==> config.mk <==
export PLATFORM = sky130hd
export DESIGN_NAME = rn_top
export DESIGN_NICKNAME = d
export VERILOG_FILES = /design/src/rn_pkg.sv /design/src/rn_top.sv /design/src/rn_free_list.sv /design/src/rn_rat.sv /design/src/rn_ctrl.sv /design/src/rn_ring_ptr.sv
export VERILOG_INCLUDE_DIRS = /design/src
export SDC_FILE = /design/constraint.sdc
export NUM_CORES = 2
export LEC_CHECK = 0
export BUFFER_PORTS_ARGS = -buffer_cell sky130_fd_sc_hd__buf_2
export CAP_MARGIN = 20
export CORE_UTILIZATION = 33
export DETAILED_ROUTE_END_ITERATION = 10
export HOLD_SLACK_MARGIN = 0.15
export PLACE_DENSITY = 0.51
export REMOVE_ABC_BUFFERS = 1
export SYNTH_ARGS = -nofsm -noshare
export SYNTH_HDL_FRONTEND = slang
export SYNTH_HIERARCHICAL = 1
export SYNTH_SLANG_ARGS = --single-unit
==> constraint.sdc <==
create_clock -name clk -period 3.5 [get_ports clk]
set_clock_uncertainty 0.15 [all_clocks]
set_input_delay 0.35 -clock clk [delete_from_list [all_inputs] [get_ports clk]]
set_output_delay 0.35 -clock clk [all_outputs]
set_load 0.005 [all_outputs]
==> src/rn_macros.svh <==
// Widths and slot counts for the register-rename stage
`ifndef RN_MACROS_SVH
`define RN_MACROS_SVH

// Rename slots per cycle
`define RN_IW 2

// Commit slots per cycle
`define RN_CW 2

// Logical register index width, 32 logical registers
`define RN_LRF_AW 5

// Physical register index width, 64 physical registers
`define RN_PRF_AW 6

// Free-list address width
// 32 entries, physical minus logical registers
`define RN_FL_AW 5

`endif
==> src/rn_pkg.sv <==
// Register-index, pointer and controller-state types shared by the rename blocks
`default_nettype none

`include "rn_macros.svh"

package rn_pkg;

   // Logical register index
   typedef logic [`RN_LRF_AW-1:0] lreg_t;

   // Physical register index
   typedef logic [`RN_PRF_AW-1:0] preg_t;

   // Free-list pointer
   // Address plus a wrap bit so full and empty differ
   typedef logic [`RN_FL_AW:0] fl_ptr_t;

   // Rename controller states
   typedef enum logic
   {
      RUN     = 1'b0,
      RECOVER = 1'b1
   } ctrl_state_t;

endpackage

`default_nettype wire

==> src/rn_top.sv <==
// Register-rename stage top joining the controller, the alias tables and the free list
`timescale 1ns/1ps
`default_nettype none

`include "rn_macros.svh"

module rn_top
(
   input  logic                         clk,
   input  logic                         rst,
   input  logic                         flush,
   // Front end
   input  logic [`RN_IW-1:0]            rn_valid,
   input  rn_pkg::lreg_t [`RN_IW-1:0]   lrs1,
   input  rn_pkg::lreg_t [`RN_IW-1:0]   lrs2,
   input  rn_pkg::lreg_t [`RN_IW-1:0]   lrd,
   input  logic [`RN_IW-1:0]            lrd_we,
   output logic                         rn_ready,
   output rn_pkg::preg_t [`RN_IW-1:0]   prs1,
   output rn_pkg::preg_t [`RN_IW-1:0]   prs2,
   output rn_pkg::preg_t [`RN_IW-1:0]   prd,
   output rn_pkg::preg_t [`RN_IW-1:0]   pfree,
   // ROB commit
   input  logic [`RN_CW-1:0]            cmt_fire,
   input  rn_pkg::lreg_t [`RN_CW-1:0]   cmt_lrd,
   input  rn_pkg::preg_t [`RN_CW-1:0]   cmt_prd,
   input  rn_pkg::preg_t [`RN_CW-1:0]   cmt_pfree,
   input  logic [`RN_CW-1:0]            cmt_prd_we
);

   logic [`RN_IW-1:0]          rn_we;
   logic                       rollback;
   logic [`RN_FL_AW:0]         fl_count;
   rn_pkg::preg_t [`RN_IW-1:0] fl_prd;

   assign prd = fl_prd;

   rn_ctrl u_ctrl
   (
      .clk      (clk),
      .rst      (rst),
      .flush    (flush),
      .rn_valid (rn_valid),
      .fl_count (fl_count),
      .rn_ready (rn_ready),
      .rn_we    (rn_we),
      .rollback (rollback)
   );

   rn_rat u_rat
   (
      .clk        (clk),
      .rst        (rst),
      .rn_we      (rn_we),
      .rollback   (rollback),
      .lrs1       (lrs1),
      .lrs2       (lrs2),
      .lrd        (lrd),
      .lrd_we     (lrd_we),
      .fl_prd     (fl_prd),
      .prs1       (prs1),
      .prs2       (prs2),
      .pfree      (pfree),
      .cmt_fire   (cmt_fire),
      .cmt_prd_we (cmt_prd_we),
      .cmt_lrd    (cmt_lrd),
      .cmt_prd    (cmt_prd)
   );

   rn_free_list u_free_list
   (
      .clk        (clk),
      .rst        (rst),
      .rn_we      (rn_we),
      .lrd_we     (lrd_we),
      .rollback   (rollback),
      .fl_prd     (fl_prd),
      .fl_count   (fl_count),
      .cmt_fire   (cmt_fire),
      .cmt_prd_we (cmt_prd_we),
      .cmt_pfree  (cmt_pfree)
   );

endmodule

`default_nettype wire

==> src/rn_free_list.sv <==
// Circular free list of physical registers with speculative head, commit head and tail
`timescale 1ns/1ps
`default_nettype none

`include "rn_macros.svh"

module rn_free_list
(
   input  logic                         clk,
   input  logic                         rst,
   input  logic [`RN_IW-1:0]            rn_we,
   input  logic [`RN_IW-1:0]            lrd_we,
   input  logic                         rollback,
   output rn_pkg::preg_t [`RN_IW-1:0]   fl_prd,
   output logic [`RN_FL_AW:0]           fl_count,
   input  logic [`RN_CW-1:0]            cmt_fire,
   input  logic [`RN_CW-1:0]            cmt_prd_we,
   input  rn_pkg::preg_t [`RN_CW-1:0]   cmt_pfree
);

   localparam int FL_DEPTH = 1 << `RN_FL_AW;

   rn_pkg::preg_t        fl_mem [FL_DEPTH];
   rn_pkg::fl_ptr_t      spec_head;
   rn_pkg::fl_ptr_t      cmt_head;
   rn_pkg::fl_ptr_t      cmt_head_nxt;
   rn_pkg::fl_ptr_t      tail;
   logic [`RN_IW:0]      alloc_cnt;
   logic [`RN_IW:0]      cmt_cnt;
   logic [`RN_FL_AW-1:0] rd_addr [`RN_IW];
   logic [`RN_FL_AW-1:0] wr_addr [`RN_CW];

   // Compacted allocation, each writing slot takes the next entry
   always_comb
   begin
      logic [`RN_IW:0] off;
      off       = '0;
      alloc_cnt = '0;
      for (int k = 0; k < `RN_IW; k++)
      begin
         rd_addr[k] = spec_head[`RN_FL_AW-1:0] + `RN_FL_AW'(off);
         fl_prd[k]  = fl_mem[rd_addr[k]];
         if (lrd_we[k])
            off = off + 1'b1;
         if (rn_we[k] && lrd_we[k])
            alloc_cnt = alloc_cnt + 1'b1;
      end
   end

   // Returned registers are packed at the tail
   always_comb
   begin
      cmt_cnt = '0;
      for (int k = 0; k < `RN_CW; k++)
      begin
         wr_addr[k] = tail[`RN_FL_AW-1:0] + `RN_FL_AW'(cmt_cnt);
         if (cmt_fire[k] && cmt_prd_we[k])
            cmt_cnt = cmt_cnt + 1'b1;
      end
   end

   always_ff @(posedge clk)
   begin
      if (rst)
      begin
         // List starts full with the registers above the logical ones
         for (int i = 0; i < FL_DEPTH; i++)
            fl_mem[i] <= rn_pkg::preg_t'(i + FL_DEPTH);
      end
      else
      begin
         for (int k = 0; k < `RN_CW; k++)
         begin
            if (cmt_fire[k] && cmt_prd_we[k])
               fl_mem[wr_addr[k]] <= cmt_pfree[k];
         end
      end
   end

   assign cmt_head_nxt = cmt_head + rn_pkg::fl_ptr_t'(cmt_cnt);

   // Tail wrap bit reads inverted since the list begins full
   assign fl_count = {~tail[`RN_FL_AW], tail[`RN_FL_AW-1:0]} - spec_head;

   rn_ring_ptr u_spec_head
   (
      .clk        (clk),
      .rst        (rst),
      .step       (alloc_cnt),
      .load       (rollback),
      .load_value (cmt_head_nxt),
      .ptr        (spec_head)
   );

   rn_ring_ptr u_cmt_head
   (
      .clk        (clk),
      .rst        (rst),
      .step       (cmt_cnt),
      .load       (1'b0),
      .load_value ('0),
      .ptr        (cmt_head)
   );

   rn_ring_ptr u_tail
   (
      .clk        (clk),
      .rst        (rst),
      .step       (cmt_cnt),
      .load       (1'b0),
      .load_value ('0),
      .ptr        (tail)
   );

endmodule

`default_nettype wire

==> src/rn_rat.sv <==
// Speculative and architectural register alias tables with rollback and group bypass
`timescale 1ns/1ps
`default_nettype none

`include "rn_macros.svh"

module rn_rat
(
   input  logic                         clk,
   input  logic                         rst,
   input  logic [`RN_IW-1:0]            rn_we,
   input  logic                         rollback,
   input  rn_pkg::lreg_t [`RN_IW-1:0]   lrs1,
   input  rn_pkg::lreg_t [`RN_IW-1:0]   lrs2,
   input  rn_pkg::lreg_t [`RN_IW-1:0]   lrd,
   input  logic [`RN_IW-1:0]            lrd_we,
   // New registers from the free list
   input  rn_pkg::preg_t [`RN_IW-1:0]   fl_prd,
   output rn_pkg::preg_t [`RN_IW-1:0]   prs1,
   output rn_pkg::preg_t [`RN_IW-1:0]   prs2,
   output rn_pkg::preg_t [`RN_IW-1:0]   pfree,
   // Commit side
   input  logic [`RN_CW-1:0]            cmt_fire,
   input  logic [`RN_CW-1:0]            cmt_prd_we,
   input  rn_pkg::lreg_t [`RN_CW-1:0]   cmt_lrd,
   input  rn_pkg::preg_t [`RN_CW-1:0]   cmt_prd
);

   localparam int N_LRF = 1 << `RN_LRF_AW;

   rn_pkg::preg_t rat_q  [N_LRF];
   rn_pkg::preg_t rat_d  [N_LRF];
   rn_pkg::preg_t arat_q [N_LRF];
   rn_pkg::preg_t arat_d [N_LRF];

   // Architectural table follows commits, later slot wins
   always_comb
   begin
      arat_d = arat_q;
      for (int k = 0; k < `RN_CW; k++)
      begin
         if (cmt_fire[k] && cmt_prd_we[k])
            arat_d[cmt_lrd[k]] = cmt_prd[k];
      end
   end

   // Speculative table takes the renamed group, or the committed map on rollback
   always_comb
   begin
      rat_d = rat_q;
      if (rollback)
      begin
         rat_d = arat_d;
      end
      else
      begin
         for (int k = 0; k < `RN_IW; k++)
         begin
            if (rn_we[k] && lrd_we[k])
               rat_d[lrd[k]] = fl_prd[k];
         end
      end
   end

   always_ff @(posedge clk)
   begin
      if (rst)
      begin
         // Identity map out of reset
         for (int i = 0; i < N_LRF; i++)
         begin
            rat_q[i]  <= rn_pkg::preg_t'(i);
            arat_q[i] <= rn_pkg::preg_t'(i);
         end
      end
      else
      begin
         rat_q  <= rat_d;
         arat_q <= arat_d;
      end
   end

   // Table read, then override by older slots of the same group
   always_comb
   begin
      for (int i = 0; i < `RN_IW; i++)
      begin
         prs1[i]  = rat_q[lrs1[i]];
         prs2[i]  = rat_q[lrs2[i]];
         pfree[i] = rat_q[lrd[i]];
         // Nearest older writer is checked last so it has priority
         for (int k = 0; k < i; k++)
         begin
            if (lrd_we[k] && (lrs1[i] == lrd[k]))
               prs1[i] = fl_prd[k];      // RAW on source 1
            if (lrd_we[k] && (lrs2[i] == lrd[k]))
               prs2[i] = fl_prd[k];      // RAW on source 2
            if (lrd_we[k] && lrd_we[i] && (lrd[i] == lrd[k]))
               pfree[i] = fl_prd[k];     // WAW, free the older slot's register
         end
      end
   end

endmodule

`default_nettype wire

==> src/rn_ctrl.sv <==
// Rename controller sequencing run and recovery, and gating the rename group
`timescale 1ns/1ps
`default_nettype none

`include "rn_macros.svh"

module rn_ctrl
(
   input  logic                 clk,
   input  logic                 rst,
   input  logic                 flush,
   input  logic [`RN_IW-1:0]    rn_valid,
   input  logic [`RN_FL_AW:0]   fl_count,
   output logic                 rn_ready,
   output logic [`RN_IW-1:0]    rn_we,
   output logic                 rollback
);

   // A full group must be able to allocate
   localparam logic [`RN_FL_AW:0] MIN_FREE = `RN_IW;

   rn_pkg::ctrl_state_t state_q;
   rn_pkg::ctrl_state_t state_d;

   always_comb
   begin
      state_d = state_q;
      case (state_q)
         rn_pkg::RUN:
         begin
            if (flush)
               state_d = rn_pkg::RECOVER;
         end
         rn_pkg::RECOVER:
         begin
            // Another flush restarts the recovery
            state_d = flush ? rn_pkg::RECOVER : rn_pkg::RUN;
         end
         default:
         begin
            state_d = rn_pkg::RUN;
         end
      endcase
   end

   always_ff @(posedge clk)
   begin
      if (rst)
         state_q <= rn_pkg::RUN;
      else
         state_q <= state_d;
   end

   // Tables restore from the committed state while in RECOVER
   assign rollback = (state_q == rn_pkg::RECOVER);

   assign rn_ready = (state_q == rn_pkg::RUN) & ~flush & (fl_count >= MIN_FREE);
   assign rn_we    = rn_valid & {`RN_IW{rn_ready}};

endmodule

`default_nettype wire

==> src/rn_ring_ptr.sv <==
// Wrap-around free-list pointer that advances by a variable step or loads a new value
`timescale 1ns/1ps
`default_nettype none

`include "rn_macros.svh"

module rn_ring_ptr
(
   input  logic                clk,
   input  logic                rst,
   input  logic [`RN_IW:0]     step,
   input  logic                load,
   input  rn_pkg::fl_ptr_t     load_value,
   output rn_pkg::fl_ptr_t     ptr
);

   // Pointer width covers the wrap bit, so the sum wraps naturally
   always_ff @(posedge clk)
   begin
      if (rst)
      begin
         ptr <= '0;
      end
      else if (load)
      begin
         // Load wins over the step
         ptr <= load_value;
      end
      else
      begin
         ptr <= ptr + rn_pkg::fl_ptr_t'(step);
      end
   end

endmodule

`default_nettype wire

Word-level counts from Yosys, hierarchy flattened
Memory sizes are Yosys's and may differ from the RTL's. A register that Yosys moved wholly into a read port is not among the register bits.
Index checks and enable logic that the tools add are counted.
- bits in registers: 403
- logic and storage cells: 182
- latch bits: 0
- output and inout port bits: 49
- bits in read-only memories: 0
- bits of input ports: 75
- RAM bits: 192
- memories kept: 1
- memories (name ; depth ; width ; read ports ; clocked after memory_dff ; write ports ; line ; source):
    u_free_list.fl_mem ; 32 ; 6 ; 2 ; 1 ; 32 ; rn_free_list.sv:23 ; rn_pkg::preg_t fl_mem [FL_DEPTH];
- reduce and logical (&&, ||, !) cells: 14
- divide/modulo/power cells: 0
- equal/unequal tests: 3
- add/sub/neg operators: 8
- muxes and demuxes: 61
- $lt $le $gt $ge: 13
- shift operators: 0
- bitwise gates (word level): 14
- multiply operators: 0
- operators by type and width (cell ; count):
    $mux 192 ; 6
    $bwmux 192 ; 4
    $bmux 6 s5 ; 6
    $mux 6 ; 22
    $demux 6 s5 ; 4
    $ge 6x6->1 const B ; 8
    $not 5->6 ; 8
    $lt 6x1->1 const B ; 4
    $add 6x3->6 ; 3
    $eq 5x5->1 ; 3
    $mux 5 ; 3
    $mux 1 ; 14
    $logic_and 1x1->1 ; 12
    $reduce_or 6->1 ; 2
    $add 5x1->5 ; 2
    $ge 6x2->1 const B ; 1
    $mux 3 ; 2
    $sub 6x6->6 ; 1
    $add 1x1->2 const B ; 2
    $not 1->1 ; 3
    $and 1x1->1 ; 2
    $and 2x2->2 ; 1

Logic depth before layout (Yosys ltp)
- word-level depth: 12
- depth in mapped cells: 19
- gate-level depth less buffers: 17

By module
The synthesis kept the hierarchy.
- by module, submodules not included (module ; cells each ; instances ; seq. area each (um^2) ; area an instance (um^2)):
    rn_rat ; 3504 ; 1 ; 7687.4 ; 30762.0
    rn_free_list ; 1165 ; 1 ; 5765.5 ; 13236.4
    rn_ring_ptr ; 43 ; 3 ; 120.1 ; 399.1
    rn_ctrl ; 9 ; 1 ; 20.0 ; 77.6

Worst setup path before layout
No wires, ideal clock.
- kind: register to register
- start point: register u_free_list.u_spec_head.ptr[1]
- end point: register u_free_list.u_spec_head.ptr[4]
- path buffers: 2
- setup slack: -0.359 ns
- cell stages (with the launch flop): 20
- clock period less this slack: 3.859 ns
- arrival: 3.581 ns
- required time: 3.221 ns
- path through: dfxtp_1 > buf_6 > buf_6 > inv_1 > ha_1 > nor2b_1 > o21ai_0 > a21boi_0 > nor4_1 > nor3b_1 > nor4_2 > a21oi_1 > and2_1 > ha_1 > ha_1 > inv_1 > fa_1 > nor2b_1 > o21a_1 > o211ai_1
- RTL lines (what ; line ; source):
    start, declared ; rn_ring_ptr.sv:14 ; output rn_pkg::fl_ptr_t ptr
    start signal, assigned ; rn_ring_ptr.sv:27 ; ptr <= load_value;
    start signal, assigned ; rn_ring_ptr.sv:31 ; ptr <= ptr + rn_pkg::fl_ptr_t'(step);
    $sub 6x6->6 ; rn_free_list.sv:83 ; assign fl_count = {~tail[`RN_FL_AW], tail[`RN_FL_AW-1:0]} - spec_head;
    net fl_count[5] ; rn_top.sv:33 ; logic [`RN_FL_AW:0] fl_count;
    $ge 6x2->1 ; rn_ctrl.sv:57 ; assign rn_ready = (state_q == rn_pkg::RUN) & ~flush & (fl_count >= MIN_FREE);
    $and 1x1->1 ; rn_ctrl.sv:57 ;
    $and 2x2->2 ; rn_ctrl.sv:58 ; assign rn_we = rn_valid & {`RN_IW{rn_ready}};
    net rn_we[1] ; rn_top.sv:31 ; logic [`RN_IW-1:0] rn_we;
    $logic_and 1x1->1 ; rn_free_list.sv:45 ; if (rn_we[k] && lrd_we[k])
    $mux 3 ; rn_free_list.sv:45 ;
    net u_free_list.alloc_cnt[0] ; rn_free_list.sv:28 ; logic [`RN_IW:0] alloc_cnt;
    $add 6x3->6 ; rn_ring_ptr.sv:31 ;
    $mux 6 ; rn_ring_ptr.sv:24 ; else if (load)
The timed path passes the listed nets, and every way through them passes these cells.
A chain may end at the register's enable or synchronous reset.

==> results.txt <==
In this run the static leakage power is 0.0179 uW. Detailed placement ended at an HPWL of 158000 um. Wire length of the first global-routing pass: 325000 um.

For this block, the initial DRC count from the detailed router was 6953. Data on the critical path arrives at its endpoint at 3.44 ns. The number of instances in the synthesized netlist came out at 4806. For this block, the routed nets add up to 236000 um of wire. The internal power of the cells was 15300 uW. The clock passes through at most 3 buffers. After detailed routing, the number of remaining DRC violations is 0.

Dividing the detail-routed via count by the number of cells gives 6.92. For flop-to-flop paths, the worst setup slack is -0.19 ns. Hold violation total from the final report: 0. Along the worst path, the maximum fanout reaches 7. The number of max-cap violations was 0; the cell area after synthesis was 45300 um^2.

For this run the aggregate overflow at the end of global routing stands at 0. Counting every sink on the clock net gives 595. Measured against its own limit, the worst slew margin works out to 2.27%. From left edge to right edge, the die measures 372 um.

During synthesis, Yosys emitted a total of 6 warnings. IR analysis of the VDD net gives a maximum drop of 0.299 mV. For the post-route setup TNS, the log shows -13.24 ns.

The first detailed-routing pass ran for 6 iterations. In this run, flip-flops and latches consume 32.5% of the power. For the pin with the worst max-slew slack, the measured transition is 1.47 ns. By startpoint and endpoint, the worst setup path is classified as register to output port. With fillers left out, the area of the finished cells amounts to 56000 um^2. The worst min-delay path class is primary input to register.

Leaving out filler cells and counting taps, the final layout contains 6738. Total instance count after detailed placement: 6480. Entering global routing, the biggest net connects 119 pins.

Setup repair after global routing could not meet its margin everywhere. The tools report the clock root buffer as clkbuf_16. The total of endpoints with negative setup slack in the final report was 71. The count of port buffers added during placement is 123, and the share of the clock period used by the worst path after layout is 113%. The area growth from synthesis to layout is 23.6%.

Net switching component of the power: 7880 uW. The average detailed-routed wire length per instance is 35.0 um, and the H-tree level count is 3. The final route contains 46700 vias. The relative contribution of combinational cells to total power came out at 29.7%.

STA classifies the critical path endpoint as an output port. Timing would allow up to 0.254 GHz. The clock network burns 37.8% of the power.

The number of I/O pins was 124. The number of antenna violations at the first check in global routing was 13. The number of global-route vias before repair was 42000; the clock-pin slew on the worst setup and hold paths was 0.05 ns. Once placement finished, the instance area stood at 49700 um^2.

The tools report the final-report max-slew violation count as 0. The run gives 0 as the number of nets with antenna violations after routing. The die covers 139000 um^2. The final critical-path setup slack was -0.440 ns; the post-route minimum period was 3.94 ns. The run gives 0.72 ns as the later-pin clock latency in the skew report. The initial utilization of the core area, before any placement, comes to 33.3%. The tools report the number of nets in the layout as 4985.

The placer congestion estimate is 1.08. The height of the die came out at 372 um. At the end of the flow the core is filled with cells to 41.2%. The data required time at the worst endpoint came out at 3.00 ns.

The run finished, with violations left. The design draws 23200 uW. The number of standard-cell rows in the floorplan is 135. The checks that failed: setup timing. In this run, CTS created clock tree buffers numbering 78. The switching part of the total power is 34.0%, and the fraction of final layout cells sized beyond drive strength 1 is 30.5%. The ratio of total power to cell area is 414 nW/um^2, and the core footprint is 136000 um^2. The global-route total usage across every layer was 32.5%. STA classifies the critical path startpoint as a register. TritonCTS built the clock tree.

A synthesized cell averages 9.42 um^2.
==> state kept, by name, indices dropped and copies added (netlist names) <==
name	flops
u_rat/rat_q	192
u_free_list/u_spec_head/ptr	6
u_free_list/u_cmt_head/ptr	6
u_free_list/u_tail/ptr	6
u_free_list/fl_mem	192
u_ctrl/rollback	1
u_rat/arat_q	192
==> area by class of cell <==
type                       count  area (um^2)
fill                       13100        79800
multi-input combinational   3545        30400
sequential                   595        13800
timing repair buffer         619         6460
clock buffer                 109         2300
tap                         1781         2230
clock inverter                37          510
inverter                      44          168
antenna                        8         20.0
==> worst max-delay path, cell delays in order (launching register included) <==
cell,delay (ns)
dfxtp_4,0.35
buf_12,0.14
buf_16,0.14
buf_12,0.15
buf_6,0.10
mux4_2,0.52
mux4_2,0.51
nand2_2,0.09
nand2_4,0.11
and4b_1,0.33
a41oi_4,0.07
buf_2,0.21
==> power groups by stage <==
stage / clock [uW] / combinational (uW) / sequential (uW)
final: 8770 / 6880 / 7530
after detailed placement: 0 / 5010 / 7650
after CTS: 8860 / 6070 / 7500
after floorplan: 0 / 2080 / 7600
after global routing: 9100 / 6960 / 7530
after global placement: 0 / 5020 / 7650
==> repair_timing <==
action,CTS,global route
cloned,11,9
setup endpoints to repair,208,228
resized for setup,235,252
hold buffers,13,0
setup buffers,52,36
pin swaps,117,98
hold endpoints to repair,96,0
==> layout by cell type (no fill, tap or decap), types with 72 or more instances in the layout <==
cell       count
buf_4        310
nor3_1       298
a22o_1       113
buf_2         96
nor3_2       115
nand2_1      134
mux4_2       398
nor2b_1      120
nor2_1       120
a211o_1       81
buf_12       102
dfxtp_1      400
a31oi_1      335
mux2i_1       72
o21ai_0      421
nand3_1      435
edfxtp_1     192
clkbuf_16     89
==> path summary, 6_finish.rpt <==
check,cells after the start,endpoint,from
worst min-delay path,5,u_rat/arat_q[119]$_SDFF_PP0_,cmt_prd[5]
worst max register to register,16,u_rat/rat_q[127]$_SDFF_PP1_,u_free_list/u_spec_head/ptr[0]$_SDFF_PP0_
worst min register to register,2,u_free_list/u_cmt_head/ptr[5]$_SDFF_PP0_,u_free_list/u_cmt_head/ptr[5]$_SDFF_PP0_
worst max-delay path,11,pfree[10],u_free_list/u_spec_head/ptr[0]$_SDFF_PP0_
==> layer usage <==
layer / vias to the layer above / track usage, % / share of wire (%)
li1: 19000 / - / -
met1: 23300 / 43.4 / 38
met2: 3596 / 48.0 / 43
met3: 714 / 9.02 / 13
met4: 10 / 16.4 / 5.7
met5: - / 0.245 / 0.038
==> metrics by stage <==
stage               hold WS (ns)  setup slack, ns
finish                     0.239           -0.440
global route               0.220           -0.500
CTS                        0.179           -0.476
detailed placement         0.458           -0.228
global placement           0.445           -0.241
floorplan                  0.272            -4.58
No activity file was read; power rests on OpenSTA's default activity.
